### src/hdl/uart_defines.svh
// UART register map and constants
`ifndef UART_DEFINES_SVH
`define UART_DEFINES_SVH

// register offsets
`define UART_ADDR_TDR   12'h000
`define UART_ADDR_RDR   12'h004
`define UART_ADDR_LCR   12'h008
`define UART_ADDR_LSR   12'h00C
`define UART_ADDR_IER   12'h010
`define UART_ADDR_IIR   12'h014

// sample ticks per bit
`define UART_OVERSAMPLE 16
// clocks per sample tick at baud select 0, doubled per step
`define UART_BASE_DIV   2

// 8 data bits, 1 stop, no parity, baud select 0, tx/rx disabled
`define UART_LCR_RESET  11'h003

`endif

### src/hdl/uart_cfg_pkg.sv
// UART line configuration types
`default_nettype none

package uart_cfg_pkg;

    // framing fields taken from LCR
    typedef struct packed {
        logic       parity_odd;
        logic       parity_en;
        logic       two_stop;
        // 0..3 means 5..8 bits
        logic [1:0] data_bits;
    } line_cfg_t;

    // LCR bits 10:9
    typedef struct packed {
        logic rx_en;
        logic tx_en;
    } ser_enable_t;

endpackage

`default_nettype wire

### src/hdl/uart_status_pkg.sv
// UART receive status and interrupt types
`default_nettype none

package uart_status_pkg;

    typedef struct packed {
        logic [7:0] data;
        logic       valid;
        logic       parity_err;
        logic       frame_err;
    } rx_char_t;

    typedef enum logic [2:0] {
        IIR_NONE     = 3'b001,
        IIR_LINE     = 3'b110,
        IIR_RX_READY = 3'b100,
        IIR_TX_EMPTY = 3'b010
    } iir_code_e;

endpackage

`default_nettype wire

### src/hdl/baud_tick_gen.sv
// UART baud tick generator
`timescale 1ns/100ps
`default_nettype none
`include "uart_defines.svh"

module baud_tick_gen (
    input  wire logic       clk,
    input  wire logic       preset_n,
    input  wire logic [2:0] baud_sel_i,
    output logic            sample_tick_o,
    output logic            bit_tick_o
);

    logic [8:0] divisor;
    logic [8:0] div_cnt_q;
    logic [3:0] os_cnt_q;
    logic [2:0] baud_sel_q;

    assign divisor = 9'(`UART_BASE_DIV) << baud_sel_i;

    always_ff @(posedge clk or negedge preset_n) begin
        if (!preset_n) begin
            baud_sel_q    <= 3'd0;
            div_cnt_q     <= 9'd0;
            os_cnt_q      <= 4'd0;
            sample_tick_o <= 1'b0;
            bit_tick_o    <= 1'b0;
        end else if (baud_sel_i != baud_sel_q) begin
            // new rate, restart both counters
            baud_sel_q    <= baud_sel_i;
            div_cnt_q     <= 9'd0;
            os_cnt_q      <= 4'd0;
            sample_tick_o <= 1'b0;
            bit_tick_o    <= 1'b0;
        end else if (div_cnt_q == divisor - 9'd1) begin
            div_cnt_q     <= 9'd0;
            os_cnt_q      <= os_cnt_q + 4'd1;
            sample_tick_o <= 1'b1;
            bit_tick_o    <= (os_cnt_q == 4'(`UART_OVERSAMPLE - 1));
        end else begin
            div_cnt_q     <= div_cnt_q + 9'd1;
            sample_tick_o <= 1'b0;
            bit_tick_o    <= 1'b0;
        end
    end

endmodule

`default_nettype wire

### src/hdl/uart_tx_fsm.sv
// UART transmitter
`timescale 1ns/100ps
`default_nettype none

module uart_tx_fsm
    import uart_cfg_pkg::*;
(
    input  wire logic       clk,
    input  wire logic       preset_n,
    input  wire line_cfg_t  cfg_i,
    input  wire logic       bit_tick_i,
    input  wire logic       tx_start_i,
    input  wire logic [7:0] tx_data_i,
    output logic            tx_o,
    output logic            tx_busy_o
);

    typedef enum logic [2:0] {IDLE, WAIT, START, DATA, PARITY, STOP} tx_state_e;

    tx_state_e  state_q;
    logic [2:0] bit_cnt_q;
    logic [7:0] shift_q;
    logic       par_q;
    logic [2:0] last_bit;

    assign last_bit = 3'(cfg_i.data_bits) + 3'd4;

    always_ff @(posedge clk or negedge preset_n) begin
        if (!preset_n) begin
            state_q   <= IDLE;
            bit_cnt_q <= 3'd0;
            par_q     <= 1'b0;
        end else begin
            case (state_q)
                IDLE: if (tx_start_i) begin
                    par_q   <= 1'b0;
                    state_q <= WAIT;
                end
                // line stays idle until the next bit boundary
                WAIT: if (bit_tick_i) state_q <= START;
                START: if (bit_tick_i) begin
                    bit_cnt_q <= 3'd0;
                    state_q   <= DATA;
                end
                DATA: if (bit_tick_i) begin
                    par_q <= par_q ^ shift_q[0];
                    if (bit_cnt_q == last_bit) begin
                        bit_cnt_q <= 3'd0;
                        state_q   <= cfg_i.parity_en ? PARITY : STOP;
                    end else begin
                        bit_cnt_q <= bit_cnt_q + 3'd1;
                    end
                end
                PARITY: if (bit_tick_i) state_q <= STOP;
                STOP: if (bit_tick_i) begin
                    if (cfg_i.two_stop && bit_cnt_q == 3'd0) bit_cnt_q <= 3'd1;
                    else state_q <= IDLE;
                end
                default: state_q <= IDLE;
            endcase
        end
    end

    // character shift register, lsb goes out first
    always_ff @(posedge clk) begin
        if (state_q == IDLE && tx_start_i) shift_q <= tx_data_i;
        else if (state_q == DATA && bit_tick_i) shift_q <= {1'b0, shift_q[7:1]};
    end

    always_comb begin
        case (state_q)
            START:   tx_o = 1'b0;
            DATA:    tx_o = shift_q[0];
            PARITY:  tx_o = par_q ^ cfg_i.parity_odd;
            default: tx_o = 1'b1;
        endcase
    end

    assign tx_busy_o = (state_q != IDLE);

endmodule

`default_nettype wire

### src/hdl/uart_rx_shift.sv
// UART oversampling receiver
`timescale 1ns/100ps
`default_nettype none
`include "uart_defines.svh"

module uart_rx_shift
    import uart_cfg_pkg::*, uart_status_pkg::*;
(
    input  wire logic      clk,
    input  wire logic      preset_n,
    input  wire line_cfg_t cfg_i,
    input  wire logic      rx_en_i,
    input  wire logic      sample_tick_i,
    input  wire logic      rx_i,
    output rx_char_t       rx_char_o
);

    typedef enum logic [2:0] {IDLE, START, DATA, PARITY, STOP} rx_state_e;

    rx_state_e  state_q;
    logic       rx_meta_q;
    logic       rx_sync_q;
    logic [3:0] smp_cnt_q;
    logic [2:0] bit_cnt_q;
    logic [7:0] shift_q;
    logic [7:0] data_q;
    logic       par_q;
    logic       perr_q;
    logic       ferr_q;
    logic       valid_q;
    logic [2:0] last_bit;
    logic       mid_bit;
    logic       frame_done;

    assign last_bit = 3'(cfg_i.data_bits) + 3'd4;

    // half a bit into the start bit, a full bit for the rest
    assign mid_bit = sample_tick_i && (smp_cnt_q == ((state_q == START) ?
                     4'(`UART_OVERSAMPLE / 2 - 1) : 4'(`UART_OVERSAMPLE - 1)));

    assign frame_done = mid_bit && state_q == STOP &&
                        !(cfg_i.two_stop && bit_cnt_q == 3'd0);

    always_ff @(posedge clk or negedge preset_n) begin
        if (!preset_n) begin
            rx_meta_q <= 1'b1;
            rx_sync_q <= 1'b1;
        end else begin
            rx_meta_q <= rx_i;
            rx_sync_q <= rx_meta_q;
        end
    end

    always_ff @(posedge clk or negedge preset_n) begin
        if (!preset_n) begin
            state_q   <= IDLE;
            smp_cnt_q <= 4'd0;
            bit_cnt_q <= 3'd0;
            par_q     <= 1'b0;
            perr_q    <= 1'b0;
            ferr_q    <= 1'b0;
            valid_q   <= 1'b0;
        end else begin
            valid_q <= frame_done;
            if (sample_tick_i) begin
                smp_cnt_q <= smp_cnt_q + 4'd1;
                case (state_q)
                    IDLE: begin
                        smp_cnt_q <= 4'd0;
                        if (rx_en_i && !rx_sync_q) state_q <= START;
                    end
                    START: if (mid_bit) begin
                        smp_cnt_q <= 4'd0;
                        bit_cnt_q <= 3'd0;
                        par_q     <= 1'b0;
                        perr_q    <= 1'b0;
                        ferr_q    <= 1'b0;
                        // high again at mid-bit means a glitch
                        state_q   <= rx_sync_q ? IDLE : DATA;
                    end
                    DATA: if (mid_bit) begin
                        par_q <= par_q ^ rx_sync_q;
                        if (bit_cnt_q == last_bit) begin
                            bit_cnt_q <= 3'd0;
                            state_q   <= cfg_i.parity_en ? PARITY : STOP;
                        end else begin
                            bit_cnt_q <= bit_cnt_q + 3'd1;
                        end
                    end
                    PARITY: if (mid_bit) begin
                        perr_q  <= rx_sync_q ^ par_q ^ cfg_i.parity_odd;
                        state_q <= STOP;
                    end
                    STOP: if (mid_bit) begin
                        if (!rx_sync_q) ferr_q <= 1'b1;
                        if (frame_done) state_q <= IDLE;
                        else bit_cnt_q <= 3'd1;
                    end
                    default: state_q <= IDLE;
                endcase
            end
        end
    end

    always_ff @(posedge clk) begin
        if (mid_bit && state_q == DATA) shift_q <= {rx_sync_q, shift_q[7:1]};
        // short words sit in the top bits, move them down
        if (frame_done) data_q <= shift_q >> (2'd3 - cfg_i.data_bits);
    end

    assign rx_char_o.data       = data_q;
    assign rx_char_o.valid      = valid_q;
    assign rx_char_o.parity_err = perr_q;
    assign rx_char_o.frame_err  = ferr_q;

endmodule

`default_nettype wire

### src/hdl/apb_uart_regs.sv
// UART APB register file
`timescale 1ns/100ps
`default_nettype none
`include "uart_defines.svh"

module apb_uart_regs
    import uart_cfg_pkg::*, uart_status_pkg::*;
(
    input  wire logic        clk,
    input  wire logic        preset_n,
    input  wire logic        psel_i,
    input  wire logic        penable_i,
    input  wire logic        pwrite_i,
    input  wire logic [11:0] paddr_i,
    input  wire logic [31:0] pwdata_i,
    output logic      [31:0] prdata_o,
    output logic             pready_o,
    output logic             pslverr_o,
    output line_cfg_t        cfg_o,
    output ser_enable_t      en_o,
    output logic      [2:0]  baud_sel_o,
    output logic      [7:0]  tx_data_o,
    output logic             tx_start_o,
    input  wire logic        tx_busy_i,
    input  wire rx_char_t    rx_char_i,
    output logic             irq_o
);

    logic [10:0] lcr_q;
    logic [2:0]  ier_q;
    logic [7:0]  tdr_q;
    logic [7:0]  rdr_q;
    logic        dr_q;
    logic        rx_ovr_q;
    logic        perr_q;
    logic        ferr_q;
    logic        tx_ovr_q;
    logic [5:0]  lsr;
    iir_code_e   iir_q;
    logic        access;
    logic        addr_ok;
    logic        wr_en;
    logic        rd_en;
    logic        tx_pending;
    logic        wr_tdr;
    logic        rd_lsr;
    logic        rd_rdr;
    logic        rx_valid;

    assign access  = psel_i && penable_i;
    assign addr_ok = paddr_i inside {`UART_ADDR_TDR, `UART_ADDR_RDR, `UART_ADDR_LCR,
                                     `UART_ADDR_LSR, `UART_ADDR_IER, `UART_ADDR_IIR};
    assign wr_en   = access && pwrite_i && addr_ok;
    assign rd_en   = access && !pwrite_i && addr_ok;

    assign pready_o  = 1'b1;
    assign pslverr_o = access && !addr_ok;

    assign wr_tdr   = wr_en && paddr_i == `UART_ADDR_TDR;
    assign rd_lsr   = rd_en && paddr_i == `UART_ADDR_LSR;
    assign rd_rdr   = rd_en && paddr_i == `UART_ADDR_RDR;
    assign rx_valid = rx_char_i.valid;

    // a start already issued counts as busy
    assign tx_pending = tx_busy_i || tx_start_o;

    // LCR bit 3 is reserved
    assign cfg_o.data_bits  = lcr_q[1:0];
    assign cfg_o.two_stop   = lcr_q[2];
    assign cfg_o.parity_en  = lcr_q[4];
    assign cfg_o.parity_odd = lcr_q[5];
    assign baud_sel_o       = lcr_q[8:6];
    assign en_o             = ser_enable_t'(lcr_q[10:9]);
    assign tx_data_o        = tdr_q;

    assign lsr = {tx_ovr_q, !tx_busy_i, ferr_q, perr_q, rx_ovr_q, dr_q};

    always_ff @(posedge clk or negedge preset_n) begin
        if (!preset_n) begin
            lcr_q      <= `UART_LCR_RESET;
            ier_q      <= 3'd0;
            tx_start_o <= 1'b0;
        end else begin
            tx_start_o <= wr_tdr && en_o.tx_en && !tx_pending;
            if (wr_en && paddr_i == `UART_ADDR_LCR) lcr_q <= pwdata_i[10:0];
            if (wr_en && paddr_i == `UART_ADDR_IER) ier_q <= pwdata_i[2:0];
        end
    end

    always_ff @(posedge clk) begin
        if (wr_tdr && !tx_pending) tdr_q <= pwdata_i[7:0];
        if (rx_valid) rdr_q <= rx_char_i.data;
    end

    // sticky status, a set in the same cycle as the clearing read wins
    always_ff @(posedge clk or negedge preset_n) begin
        if (!preset_n) begin
            dr_q     <= 1'b0;
            rx_ovr_q <= 1'b0;
            perr_q   <= 1'b0;
            ferr_q   <= 1'b0;
            tx_ovr_q <= 1'b0;
        end else begin
            if (rx_valid) dr_q <= 1'b1;
            else if (rd_rdr) dr_q <= 1'b0;

            if (rx_valid && dr_q) rx_ovr_q <= 1'b1;
            else if (rd_lsr) rx_ovr_q <= 1'b0;

            if (rx_valid && rx_char_i.parity_err) perr_q <= 1'b1;
            else if (rd_lsr) perr_q <= 1'b0;

            if (rx_valid && rx_char_i.frame_err) ferr_q <= 1'b1;
            else if (rd_lsr) ferr_q <= 1'b0;

            if (wr_tdr && tx_pending) tx_ovr_q <= 1'b1;
            else if (rd_lsr) tx_ovr_q <= 1'b0;
        end
    end

    always_ff @(posedge clk or negedge preset_n) begin
        if (!preset_n) begin
            iir_q <= IIR_NONE;
        end else if (ier_q[2] && (lsr[1] || lsr[2] || lsr[3] || lsr[5])) begin
            iir_q <= IIR_LINE;
        end else if (ier_q[0] && lsr[0]) begin
            iir_q <= IIR_RX_READY;
        end else if (ier_q[1] && lsr[4]) begin
            iir_q <= IIR_TX_EMPTY;
        end else begin
            iir_q <= IIR_NONE;
        end
    end

    assign irq_o = (iir_q != IIR_NONE);

    always_comb begin
        case (paddr_i)
            `UART_ADDR_TDR: prdata_o = {24'd0, tdr_q};
            `UART_ADDR_RDR: prdata_o = {24'd0, rdr_q};
            `UART_ADDR_LCR: prdata_o = {21'd0, lcr_q};
            `UART_ADDR_LSR: prdata_o = {26'd0, lsr};
            `UART_ADDR_IER: prdata_o = {29'd0, ier_q};
            `UART_ADDR_IIR: prdata_o = {29'd0, iir_q};
            default:        prdata_o = 32'd0;
        endcase
    end

endmodule

`default_nettype wire

### src/hdl/apb_uart.sv
// APB UART top level
`timescale 1ns/100ps
`default_nettype none

module apb_uart
    import uart_cfg_pkg::*, uart_status_pkg::*;
(
    input  wire logic        clk,
    input  wire logic        preset_n,
    input  wire logic        psel_i,
    input  wire logic        penable_i,
    input  wire logic        pwrite_i,
    input  wire logic [11:0] paddr_i,
    input  wire logic [31:0] pwdata_i,
    output logic      [31:0] prdata_o,
    output logic             pready_o,
    output logic             pslverr_o,
    output logic             uart_tx_o,
    input  wire logic        uart_rx_i,
    output logic             irq_o
);

    line_cfg_t   cfg;
    ser_enable_t en;
    rx_char_t    rx_char;
    logic [2:0]  baud_sel;
    logic [7:0]  tx_data;
    logic        tx_start;
    logic        tx_busy;
    logic        sample_tick;
    logic        bit_tick;

    apb_uart_regs u_regs (
        .clk        (clk),
        .preset_n   (preset_n),
        .psel_i     (psel_i),
        .penable_i  (penable_i),
        .pwrite_i   (pwrite_i),
        .paddr_i    (paddr_i),
        .pwdata_i   (pwdata_i),
        .prdata_o   (prdata_o),
        .pready_o   (pready_o),
        .pslverr_o  (pslverr_o),
        .cfg_o      (cfg),
        .en_o       (en),
        .baud_sel_o (baud_sel),
        .tx_data_o  (tx_data),
        .tx_start_o (tx_start),
        .tx_busy_i  (tx_busy),
        .rx_char_i  (rx_char),
        .irq_o      (irq_o)
    );

    baud_tick_gen u_baud (
        .clk           (clk),
        .preset_n      (preset_n),
        .baud_sel_i    (baud_sel),
        .sample_tick_o (sample_tick),
        .bit_tick_o    (bit_tick)
    );

    uart_tx_fsm u_tx (
        .clk        (clk),
        .preset_n   (preset_n),
        .cfg_i      (cfg),
        .bit_tick_i (bit_tick),
        .tx_start_i (tx_start),
        .tx_data_i  (tx_data),
        .tx_o       (uart_tx_o),
        .tx_busy_o  (tx_busy)
    );

    uart_rx_shift u_rx (
        .clk           (clk),
        .preset_n      (preset_n),
        .cfg_i         (cfg),
        .rx_en_i       (en.rx_en),
        .sample_tick_i (sample_tick),
        .rx_i          (uart_rx_i),
        .rx_char_o     (rx_char)
    );

endmodule

`default_nettype wire

### config.mk
export PLATFORM = sky130hd
export DESIGN_NAME = apb_uart
export DESIGN_NICKNAME = d
export VERILOG_FILES = /design/src/hdl/uart_cfg_pkg.sv /design/src/hdl/uart_status_pkg.sv /design/src/hdl/baud_tick_gen.sv /design/src/hdl/uart_tx_fsm.sv /design/src/hdl/uart_rx_shift.sv /design/src/hdl/apb_uart_regs.sv /design/src/hdl/apb_uart.sv
export VERILOG_INCLUDE_DIRS = /design/src /design/src/hdl
export SDC_FILE = /design/constraint.sdc
export NUM_CORES = 1
export LEC_CHECK = 0
export BUFFER_PORTS_ARGS = -buffer_cell sky130_fd_sc_hd__buf_2
export CAP_MARGIN = 20
export CORE_MARGIN = 3
export CORE_UTILIZATION = 61
export DETAILED_ROUTE_END_ITERATION = 10
export MAX_ROUTING_LAYER = met4
export PLACE_DENSITY = 0.85
export SLEW_MARGIN = 15
export SYNTH_ARGS = -nofsm -noshare
export SYNTH_HDL_FRONTEND = slang
export SYNTH_SLANG_ARGS = --single-unit
### constraint.sdc
create_clock -name clk -period 4.3 [get_ports clk]
set_input_delay 0.86 -clock clk [delete_from_list [all_inputs] [get_ports clk]]
set_output_delay 0.86 -clock clk [all_outputs]
set_load 0.005 [all_outputs]
==> results of run 1 <==
==> cells in the mapped netlist (4+ instances only) <==
master | n | share of area, %
and3_1 | 11 | 1.3
xor2_1 | 7 | 1.1
nand2_1 | 43 | 3.0
a31oi_1 | 6 | 0.69
nand2b_1 | 8 | 0.92
o31ai_1 | 4 | 0.55
a22o_1 | 5 | 0.80
nor2_1 | 36 | 2.5
mux2_2 | 14 | 2.9
mux2i_1 | 17 | 3.1
xnor2_1 | 12 | 1.9
nand3_1 | 16 | 1.5
o21ai_0 | 20 | 1.8
and2_1 | 6 | 0.69
edfxtp_1 | 40 | 22
clkbuf_1 | 15 | 1.0
buf_2 | 6 | 0.55
a21oi_1 | 8 | 0.73
nor3_1 | 11 | 1.0
ha_1 | 7 | 1.6
nor2b_1 | 10 | 1.1
dfstp_2 | 5 | 2.4
nand4_1 | 5 | 0.57
inv_1 | 14 | 0.96
mux2_4 | 10 | 2.8
buf_4 | 23 | 3.2
dfrtp_1 | 59 | 27
==> area by class of cell <==
type | instances | area share [%]
clock buffer | 9 | 2.12
inverter | 14 | 0.901
clock inverter | 7 | 1.50
multi-input combinational | 342 | 40.8
sequential | 104 | 48.2
tap | 105 | 2.25
timing repair buffer | 45 | 4.21
==> layer usage <==
| metal | vias up | track usage (%) |
|---|---|---|
| met2 | 133 | 38.4 |
| met1 | 1866 | 32.0 |
| met4 | 0 | 7.56 |
| met3 | 10 | 5.88 |
| met5 | - | - |
| li1 | 1783 | - |
==> sequential cells by signal, indices dropped and copies added (netlist names), 3 cells and up <==
register           cells
u_baud.div_cnt_q       9
u_rx.data_q            8
u_regs.tx_data_o       8
u_tx.bit_cnt_q         3
u_regs.ier_q           3
u_regs.iir_q           3
u_baud.baud_sel_q      3
u_rx.bit_cnt_q         3
u_regs.rdr_q           8
u_tx.shift_q           8
u_rx.shift_q           8
u_baud.os_cnt_q        4
u_regs.lcr_q          11
u_rx.state_q           3
u_rx.smp_cnt_q         4
u_tx.state_q           3
==> metrics by stage <==
step | setup slack, ns | std cells
after floorplan | 1.42 | 507
after CTS | 0.930 | 625
after global placement | 0.957 | 609
after global routing | 0.775 | 626
final | 0.912 | 626
after detailed placement | 0.929 | 609
==> cell families after synthesis <==
logic type	synth area share (%)
AOI/OAI and AO/OA	10.3
xor gates and xnor gates	3.05
adders and majority gates	1.61
buffers and inverters	6.20
DFF	51.5
muxes	9.80
other	0.138
and+or+nand+nor	17.4
==> how the worst max path moves through the flow <==
stage	endpoint	slack (ns)	cells after the start
floorplan	prdata_o[1]	1.42	5
global placement	prdata_o[2]	0.96	7
detailed placement	prdata_o[2]	0.93	7
CTS	prdata_o[2]	0.93	7
global route	prdata_o[1]	0.77	7
finish	prdata_o[2]	0.91	7
==> power by group through the flow <==
stage | clock, mW | combinational, mW | sequential, mW
floorplan | 0 | 0.0439 | 1.06
global placement | 0 | 0.0606 | 1.06
detailed placement | 0 | 0.0629 | 1.06
CTS | 0.635 | 0.0631 | 1.04
global route | 0.670 | 0.0745 | 1.04
finish | 0.612 | 0.0645 | 1.04
==> worst max-delay path, delay by kind of cell <==
family,cells,cell delay (ns)
AO/OA/AOI/OAI,2,0.31
AND/OR/NAND/NOR,3,1.08
buffers and inverters,2,0.26
==> results.yml, run 1 <==
status:
  outcome: "finished, final reports clean"
synth:
  syn_area_mm2: 0.00545
  ys_ff_latch: 104
  yosysSeqAreaShare_pct: 51.5
  ys.flop_type: "dfrtp_1"
  async_flop_share_pct: 61.5
  synth-edff-count: 40
  syn_inst: 487
  ys_warn_count: 0
  avgSynthCellArea_um2: 11.2
  ys_types: 69
placed_design:
  portBuffers: 42
  place_congestion: 0.888
  hpwl_mm: 8.03
  dpl-instance-area_mm2: 0.00560
finish:
  insertedDiodeCount: 0
  utilization_pct: 68.9
  final_common_cell: "dfrtp_1"
  final_cell_mix: "59 x dfrtp_1, 43 x nand2_1, 42 x buf_2, 40 x edfxtp_1, 36 x nor2_1"
  nFillCells: 590
  drive_above_1_share_pct: 20.7
  stdcell_area_mm2: 0.00583
  area_growth_pct: 6.93
  seqCellArea_mm2: 0.00281
  multi_input_area_mm2: 0.00238
  nNetsFinal: 573
timing:
  rsz0062_at_grt: "false"
  tns_ns: 0
  fin_skew_ns: 0.0121
  max_freq_mhz: 295
  drv_slew: 0
  relSlewSlack_pct: 43.0
  hold_slack_ns: 0.366
  fin_crit_ns: 3.39
  timing.final.crit_share_pct: 78.8
  finalSetupViolCount: 0
  hold_viol: 0
  worst_slew_pin_slew_ns: 0.848
floorplanning:
  io_pins: 86
  dieArea_mm2: 0.0101
  die_w_um: 101
  fp.dieH_um: 101
  core-area_mm2: 0.00846
  initial_core_util_pct: 64.4
  row_count: 33
worst_setup_path:
  path_cells: "buf_2, nor4_4, nand3_4, nor3_2, a222oi_1, o211ai_1, buf_2"
  cp-startpoint: "paddr_i[9]"
  slowest_stage: "nor4_4"
  endpoint_kind: "output pin"
  timing.rr.start: "u_regs.lcr_q[7]"
  reg2reg_to: "u_baud.div_cnt_q[5]"
  required_ns: 3.44
  crit_arrival_ns: 2.53
  critical_path_class: "input port to output pin"
  path_max_fanout: 8
  regToRegSetupSlack_ns: 2.12
  slowest_delay_ns: 0.48
  r2r_cells: 5
  start_kind: "input port"
  cpMostUsedCell: "buf_2"
worst_hold_path:
  hold_class: "register to register"
  min_to: "u_rx.rx_sync_q"
  hp-start: "u_rx.rx_meta_q"
  holdPathStages: 0
grt:
  grt_usage_pct: 24.5
  grt_max_degree: 47
  grt_pass1_vias: 3692
  grt_antenna_before_repair: 0
  overflow: 0
  grt_pass1_wl_mm: 18.7
power_and_ir_drop:
  ir_drop_mv: 0.148
  powerDensity_mw_per_mm2: 295
  internal_power_mw: 1.29
  switching_power_mw: 0.425
  p_comb_share_pct: 3.8
  power.share.clock_pct: 35.6
  power.total_mw: 1.72
  seq_power_share_pct: 60.7
  leakage_nw: 2.41
  netSwitchingFraction_pct: 24.8
run:
  drv_cap: 0
routing:
  m1WireLength_mm: 4.65
  wirelength_mm: 11.0
  viasPerCell: 6.06
  first_pass_iters: 5
  top_layer_used: "met4"
  detail_route.wl_per_cell_um: 17.5
  wl_met2_mm: 5.45
  vias: 3792
  initialDrtViolationCount: 189
  drtAntennaViolNets: 0
  drcViolationCount: 0
  met3_length_um: 737
clock_tree:
  clk_latency_ns: 0.38
  post-cts-setup-buffer-count: 0
  cts.sinks: 104
  cts_resized: 0
  hold_buffers: 0
  cts.htree.levels: 3
  cts_tree: "built"
  ctsRootBufferMaster: "clkbuf_8"
  clkTransAtPathRegs_ns: 0.12
  clock_path_buffers: 2
  cts_made_buffers: 9
(Power assumes the default switching activity.)
==> run 2: changes to the inputs <==
--- a/config.mk
+++ b/config.mk
@@ -9,10 +9,10 @@
 export BUFFER_PORTS_ARGS = -buffer_cell sky130_fd_sc_hd__buf_2
 export CAP_MARGIN = 20
 export CORE_MARGIN = 3
-export CORE_UTILIZATION = 61
+export CORE_UTILIZATION = 51
 export DETAILED_ROUTE_END_ITERATION = 10
 export MAX_ROUTING_LAYER = met4
-export PLACE_DENSITY = 0.85
+export PLACE_DENSITY = 0.76
 export SLEW_MARGIN = 15
 export SYNTH_ARGS = -nofsm -noshare
 export SYNTH_HDL_FRONTEND = slang
==> constraint.sdc (replaced) <==
create_clock -name clk -period 2.9 [get_ports clk]
set_input_delay 0.58 -clock clk [delete_from_list [all_inputs] [get_ports clk]]
set_output_delay 0.58 -clock clk [all_outputs]
set_load 0.005 [all_outputs]
==> results.yml, run 2 (synthesized netlist as in run 1, its figures left out) <==
status:
  outcome: "finished, final reports clean"
clock_tree:
  cts.htree.levels: 3
  clock_path_buffers: 2
  clkTransAtPathRegs_ns: 0.10
  hold_buffers: 0
  cts_made_buffers: 9
  clk_latency_ns: 0.37
  cts_tree: "built"
  cts.sinks: 104
  post-cts-setup-buffer-count: 0
  ctsRootBufferMaster: "clkbuf_8"
  cts_resized: 0
timing:
  rsz0062_at_grt: "false"
  finalSetupViolCount: 0
  relSlewSlack_pct: 41.5
  tns_ns: 0
  fin_crit_ns: 2.72
  max_freq_mhz: 367
  fin_skew_ns: 0.00985
  drv_slew: 0
  hold_slack_ns: 0.303
  hold_viol: 0
  worst_slew_pin_slew_ns: 0.877
  timing.final.crit_share_pct: 93.9
worst_setup_path:
  start_kind: "input port"
  path_max_fanout: 6
  endpoint_kind: "output pin"
  timing.rr.start: "u_rx.smp_cnt_q[0]"
  required_ns: 2.32
  critical_path_class: "input port to output pin"
  crit_arrival_ns: 2.14
  cp-startpoint: "paddr_i[5]"
  r2r_cells: 6
finish:
  nFillCells: 885
  final_common_cell: "dfrtp_1"
  final_cells: 661
  insertedDiodeCount: 0
  largest_register_ffs: 11
  top_regs: "u_regs.lcr_q (11), u_baud.div_cnt_q (9)"
  final_cell_mix: "59 x dfrtp_1, 43 x nand2_1, 42 x buf_2, 40 x edfxtp_1, 36 x nor2_1"
  utilization_pct: 56.8
  regMostFlops: "u_regs.lcr_q"
  nNetsFinal: 577
  drive_above_1_share_pct: 21.1
  area_growth_pct: 7.94
worst_hold_path:
  hp-start: "uart_rx_i"
  holdPathStages: 1
  hold_class: "input port to register"
grt:
  grt_antenna_before_repair: 0
  gr-usage-met2_pct: 32.6
  grt_pass1_vias: 3621
  grt_max_degree: 37
  top_usage_layer: "met2"
  grt_use_met3_pct: 3.99
  gr-usage-met1_pct: 26.1
  grt_pass1_wl_mm: 18.5
  grt_usage_pct: 20.5
  overflow: 0
routing:
  drcViolationCount: 0
  wirelength_mm: 11.2
  drtAntennaViolNets: 0
  initialDrtViolationCount: 233
  vias: 3771
  viasPerCell: 5.70
  first_pass_iters: 5
  detail_route.wl_per_cell_um: 16.9
floorplanning:
  dieArea_mm2: 0.0120
  core-area_mm2: 0.0104
  die_w_um: 109
  initial_core_util_pct: 52.6
  fp.dieH_um: 109
  row_count: 37
  io_pins: 86
placed_design:
  hpwl_mm: 8.00
  portBuffers: 42
  place_congestion: 0.950
  place_inst: 645
power_and_ir_drop:
  ir_drop_mv: 0.245
  power.total_mw: 2.54
  powerDensity_mw_per_mm2: 432
  leakage_nw: 2.43
run:
  drv_cap: 0
-- run 2: through the flow --
stage	area, um^2	worst slack, ns
2_1_floorplan	5530	0.581
3_3_place_gp	5690	0.237
3_5_place_dp	5690	0.197
4_1_cts	5890	0.203
5_1_grt	5890	0.0217
6_report	5890	0.176
-- run 2: area by class of cell --
| type | count | area [um^2] | share of cell area (%) |
|---|---|---|---|
| timing repair buffer | 49 | 275 | 4.68 |
| inverter | 14 | 52.6 | 0.893 |
| clock inverter | 6 | 48.8 | 0.829 |
| tap | 136 | 170 | 2.89 |
| multi-input combinational | 342 | 2380 | 40.5 |
| clock buffer | 10 | 149 | 2.53 |
| sequential | 104 | 2810 | 47.7 |
-- run 2: worst paths after layout --
check                                           to  slack [ns]
worst max-delay path                   prdata_o[6]        0.18
worst min-delay path                u_rx.rx_meta_q        0.30
worst max register to register     u_rx.state_q[2]        0.76
worst min register to register      u_rx.rx_sync_q        0.37
max in group asynchronous       u_baud.os_cnt_q[0]        1.93
min in group asynchronous        u_regs.tx_start_o        0.32
-- run 2: power breakdown --
part / switching (mW) / total (mW) / internal [mW] / leakage, nW
Clock: 0.523 / 0.899 / 0.376 / 0.0980
Combinational: 0.0590 / 0.0957 / 0.0367 / 1.14
Sequential: 0.0123 / 1.55 / 1.53 / 1.19
Total: 0.594 / 2.54 / 1.95 / 2.43
-- run 2: per-layer routing --
layer | vias up | share of wire [%]
met2 | 108 | 50
met5 | - | 0
met1 | 1863 | 43
met4 | 0 | 2.1
met3 | 17 | 4.8
li1 | 1783 | -
-- run 2: worst max-delay path, cell delays in order --
cell	delay (ns)
buf_2	0.10
nor3_2	0.42
nand3_1	0.23
nor2_1	0.41
a222oi_1	0.18
inv_1	0.10
buf_2	0.11
==> run 3: changes to the inputs <==
--- a/config.mk
+++ b/config.mk
@@ -6,6 +6,7 @@
 export SDC_FILE = /design/constraint.sdc
 export NUM_CORES = 1
 export LEC_CHECK = 0
+export ABC_AREA = 1
 export BUFFER_PORTS_ARGS = -buffer_cell sky130_fd_sc_hd__buf_2
 export CAP_MARGIN = 20
 export CORE_MARGIN = 3
@@ -13,6 +14,7 @@
 export DETAILED_ROUTE_END_ITERATION = 10
 export MAX_ROUTING_LAYER = met4
 export PLACE_DENSITY = 0.76
+export RECOVER_POWER = 25
 export SLEW_MARGIN = 15
 export SYNTH_ARGS = -nofsm -noshare
 export SYNTH_HDL_FRONTEND = slang
==> results.yml, run 3 <==
status:
  outcome: "complete, but fails checks"
  violations: "max-capacitance violations, max-slew violations"
routing:
  first_pass_iters: 4
  wirelength_mm: 11.0
  initialDrtViolationCount: 237
  drtAntennaViolNets: 0
  detail_route.wl_per_cell_um: 14.1
  drcViolationCount: 0
  vias: 4140
  viasPerCell: 5.28
synth:
  yosysSeqAreaShare_pct: 51.9
  ys.flop_type: "dfrtp_1"
  syn_inst: 604
  ys_types: 51
  ys_warn_count: 0
  synth_top_area_cell: "dfrtp_1"
  netlist.area_leader.share_pct: 27.3
  ys_ff_latch: 104
  synthTopCellsByCount: "105 x nand2_1, 88 x inv_1, 59 x dfrtp_1, 57 x nor2_1, 46 x o21ai_0"
  async_flop_share_pct: 61.5
  avgSynthCellArea_um2: 8.96
  syn_area_mm2: 0.00541
  yosysMostFrequentCell: "nand2_1"
  ys_top_cells_by_area: "dfrtp_1 27%, edfxtp_1 22%, nand2_1 7.3%, inv_1 6.1%, o21ai_0 4.3%"
  synth-edff-count: 40
finish:
  drive_above_1_share_pct: 14.6
  insertedDiodeCount: 0
  regMostFlops: "u_regs.lcr_q"
  final_cell_mix: "105 x nand2_1, 88 x inv_1, 59 x dfrtp_1, 57 x nor2_1, 45 x o21ai_0"
  largest_register_ffs: 11
  area_growth_pct: 7.75
  final_common_cell: "nand2_1"
  nNetsFinal: 703
  top_regs: "u_regs.lcr_q (11), u_baud.div_cnt_q (9)"
worst_hold_path:
  hold_class: "input port to register"
  min_to: "u_rx.rx_meta_q"
  holdPathStages: 1
  hp-start: "uart_rx_i"
timing:
  hold_viol: 0
  tns_ns: 0
  max_freq_mhz: 384
  worst_slew_pin_slew_ns: 1.55
  fin_crit_ns: 2.61
  relSlewSlack_pct: -3.56
  timing.final.crit_share_pct: 89.9
  rsz0062_at_grt: "false"
  fin_skew_ns: 0.0194
  finalSetupViolCount: 0
  fin_ws_ns: 0.293
  drv_slew: 65
placed_design:
  place_congestion: 0.924
  portBuffers: 42
  place_ws_ns: 0.359
  hpwl_mm: 8.49
clock_tree:
  cts_made_buffers: 9
  cts.sinks: 104
  cts_resized: 0
  clock_path_buffers: 2
  cts.htree.levels: 3
  clkTransAtPathRegs_ns: 0.10
  ctsRootBufferMaster: "clkbuf_8"
  clk_latency_ns: 0.37
  cts_tree: "built"
  hold_buffers: 0
  post-cts-setup-buffer-count: 0
grt:
  overflow: 0
  grt_pass1_vias: 3974
  grt_max_degree: 65
  grt_pass1_wl_mm: 18.2
  grt_antenna_before_repair: 0
  grt_usage_pct: 20.1
worst_setup_path:
  required_ns: 2.32
  path_max_fanout: 8
  regToRegSetupSlack_ns: 0.80
  r2r_cells: 8
  critical_path_class: "input port to output pin"
  timing.rr.start: "u_tx.state_q[0]"
  crit_arrival_ns: 2.03
  start_kind: "input port"
  reg2reg_to: "u_tx.par_q"
  endpoint_kind: "output pin"
power_and_ir_drop:
  ir_drop_mv: 0.287
  powerDensity_mw_per_mm2: 478
  leakage_nw: 2.61
  power.total_mw: 2.79
floorplanning:
  dieArea_mm2: 0.0119
  initial_core_util_pct: 53.9
  row_count: 36
  fp.dieH_um: 109
  core-area_mm2: 0.0100
  io_pins: 86
  die_w_um: 109
run:
  drv_cap: 1
## run 3: cell types whose count changed after synthesis, sizes merged, moves of 8 or more
cell,delta
nand3,+24
inv,+75
nand2,+65
nand2b,-8
nor2,+27
and3,-10
mux2i,-14
clkbuf,-12
nor2b,-10
mux2,-20
o21ai,+38
## run 3: cell type report
type                       count  area, um^2
tap                          133         166
timing repair buffer          48         243
fill                         858        4220
multi-input combinational    392        2070
clock inverter                 7        71.3
clock buffer                   9         124
sequential                   104        2810
inverter                      91         344
## run 3: layer usage
metal  share of wire, %  wire, um  track usage, %  vias up
met4                1.4       157            5.41        0
met2                 47      5240            33.0      151
met3                6.2       682            3.43       15
met5                  0         0               -        -
met1                 45      4960            25.9     1939
li1                   -         -               -     2035
## run 3: how the worst max path moves through the flow
stage	start	end	slack, ns	cells past startpoint
after floorplan	paddr_i[11]	u_regs.tx_data_o[0]	0.80	9
after global placement	paddr_i[9]	prdata_o[4]	0.39	8
after detailed placement	paddr_i[11]	prdata_o[5]	0.36	8
after CTS	paddr_i[11]	prdata_o[5]	0.35	8
after global routing	paddr_i[9]	prdata_o[0]	0.16	9
final	paddr_i[11]	prdata_o[5]	0.29	8
## run 3: stage by stage
step | hold slack, ns | instances | util (%) | cell area (um^2)
finish | 0.312 | 784 | 58.0 | 5830
global route | 0.296 | 784 | 58.0 | 5830
CTS | 0.293 | 784 | 58.2 | 5840
detailed placement | 0.347 | 768 | 56.2 | 5650
global placement | 0.347 | 768 | 56.2 | 5650
floorplan | 0.284 | 624 | - | 5490
## run 3: worst max-delay path: stages
cell	delay, ns
buf_2	0.10
nor2_1	0.09
nand2_1	0.17
inv_1	0.16
nand3b_1	0.26
buf_4	0.28
o2111ai_1	0.23
buf_2	0.16
## run 3: kinds of logic (layout without fill, tap and decap cells)
family                   Yosys count  count (layout)  synth area share, %
XOR/XNOR                          14              14                 2.27
multiplexers                       8               8                 1.60
buffers and inverters            128             155                 11.2
flip-flops                       104             104                 51.9
AND/OR/NAND/NOR                  249             249                 21.0
other                              2              22                0.139
AO/OA/AOI/OAI                     92              92                 10.3
adder cells (fa/ha/maj)            7               7                 1.62
## run 3: report_power, final
part / switching, mW / leakage, nW / internal (mW)
Sequential: 0.0500 / 1.19 / 1.56
Clock: 0.537 / 0.101 / 0.341
Combinational: 0.202 / 1.32 / 0.0978
Total: 0.789 / 2.61 / 2.00
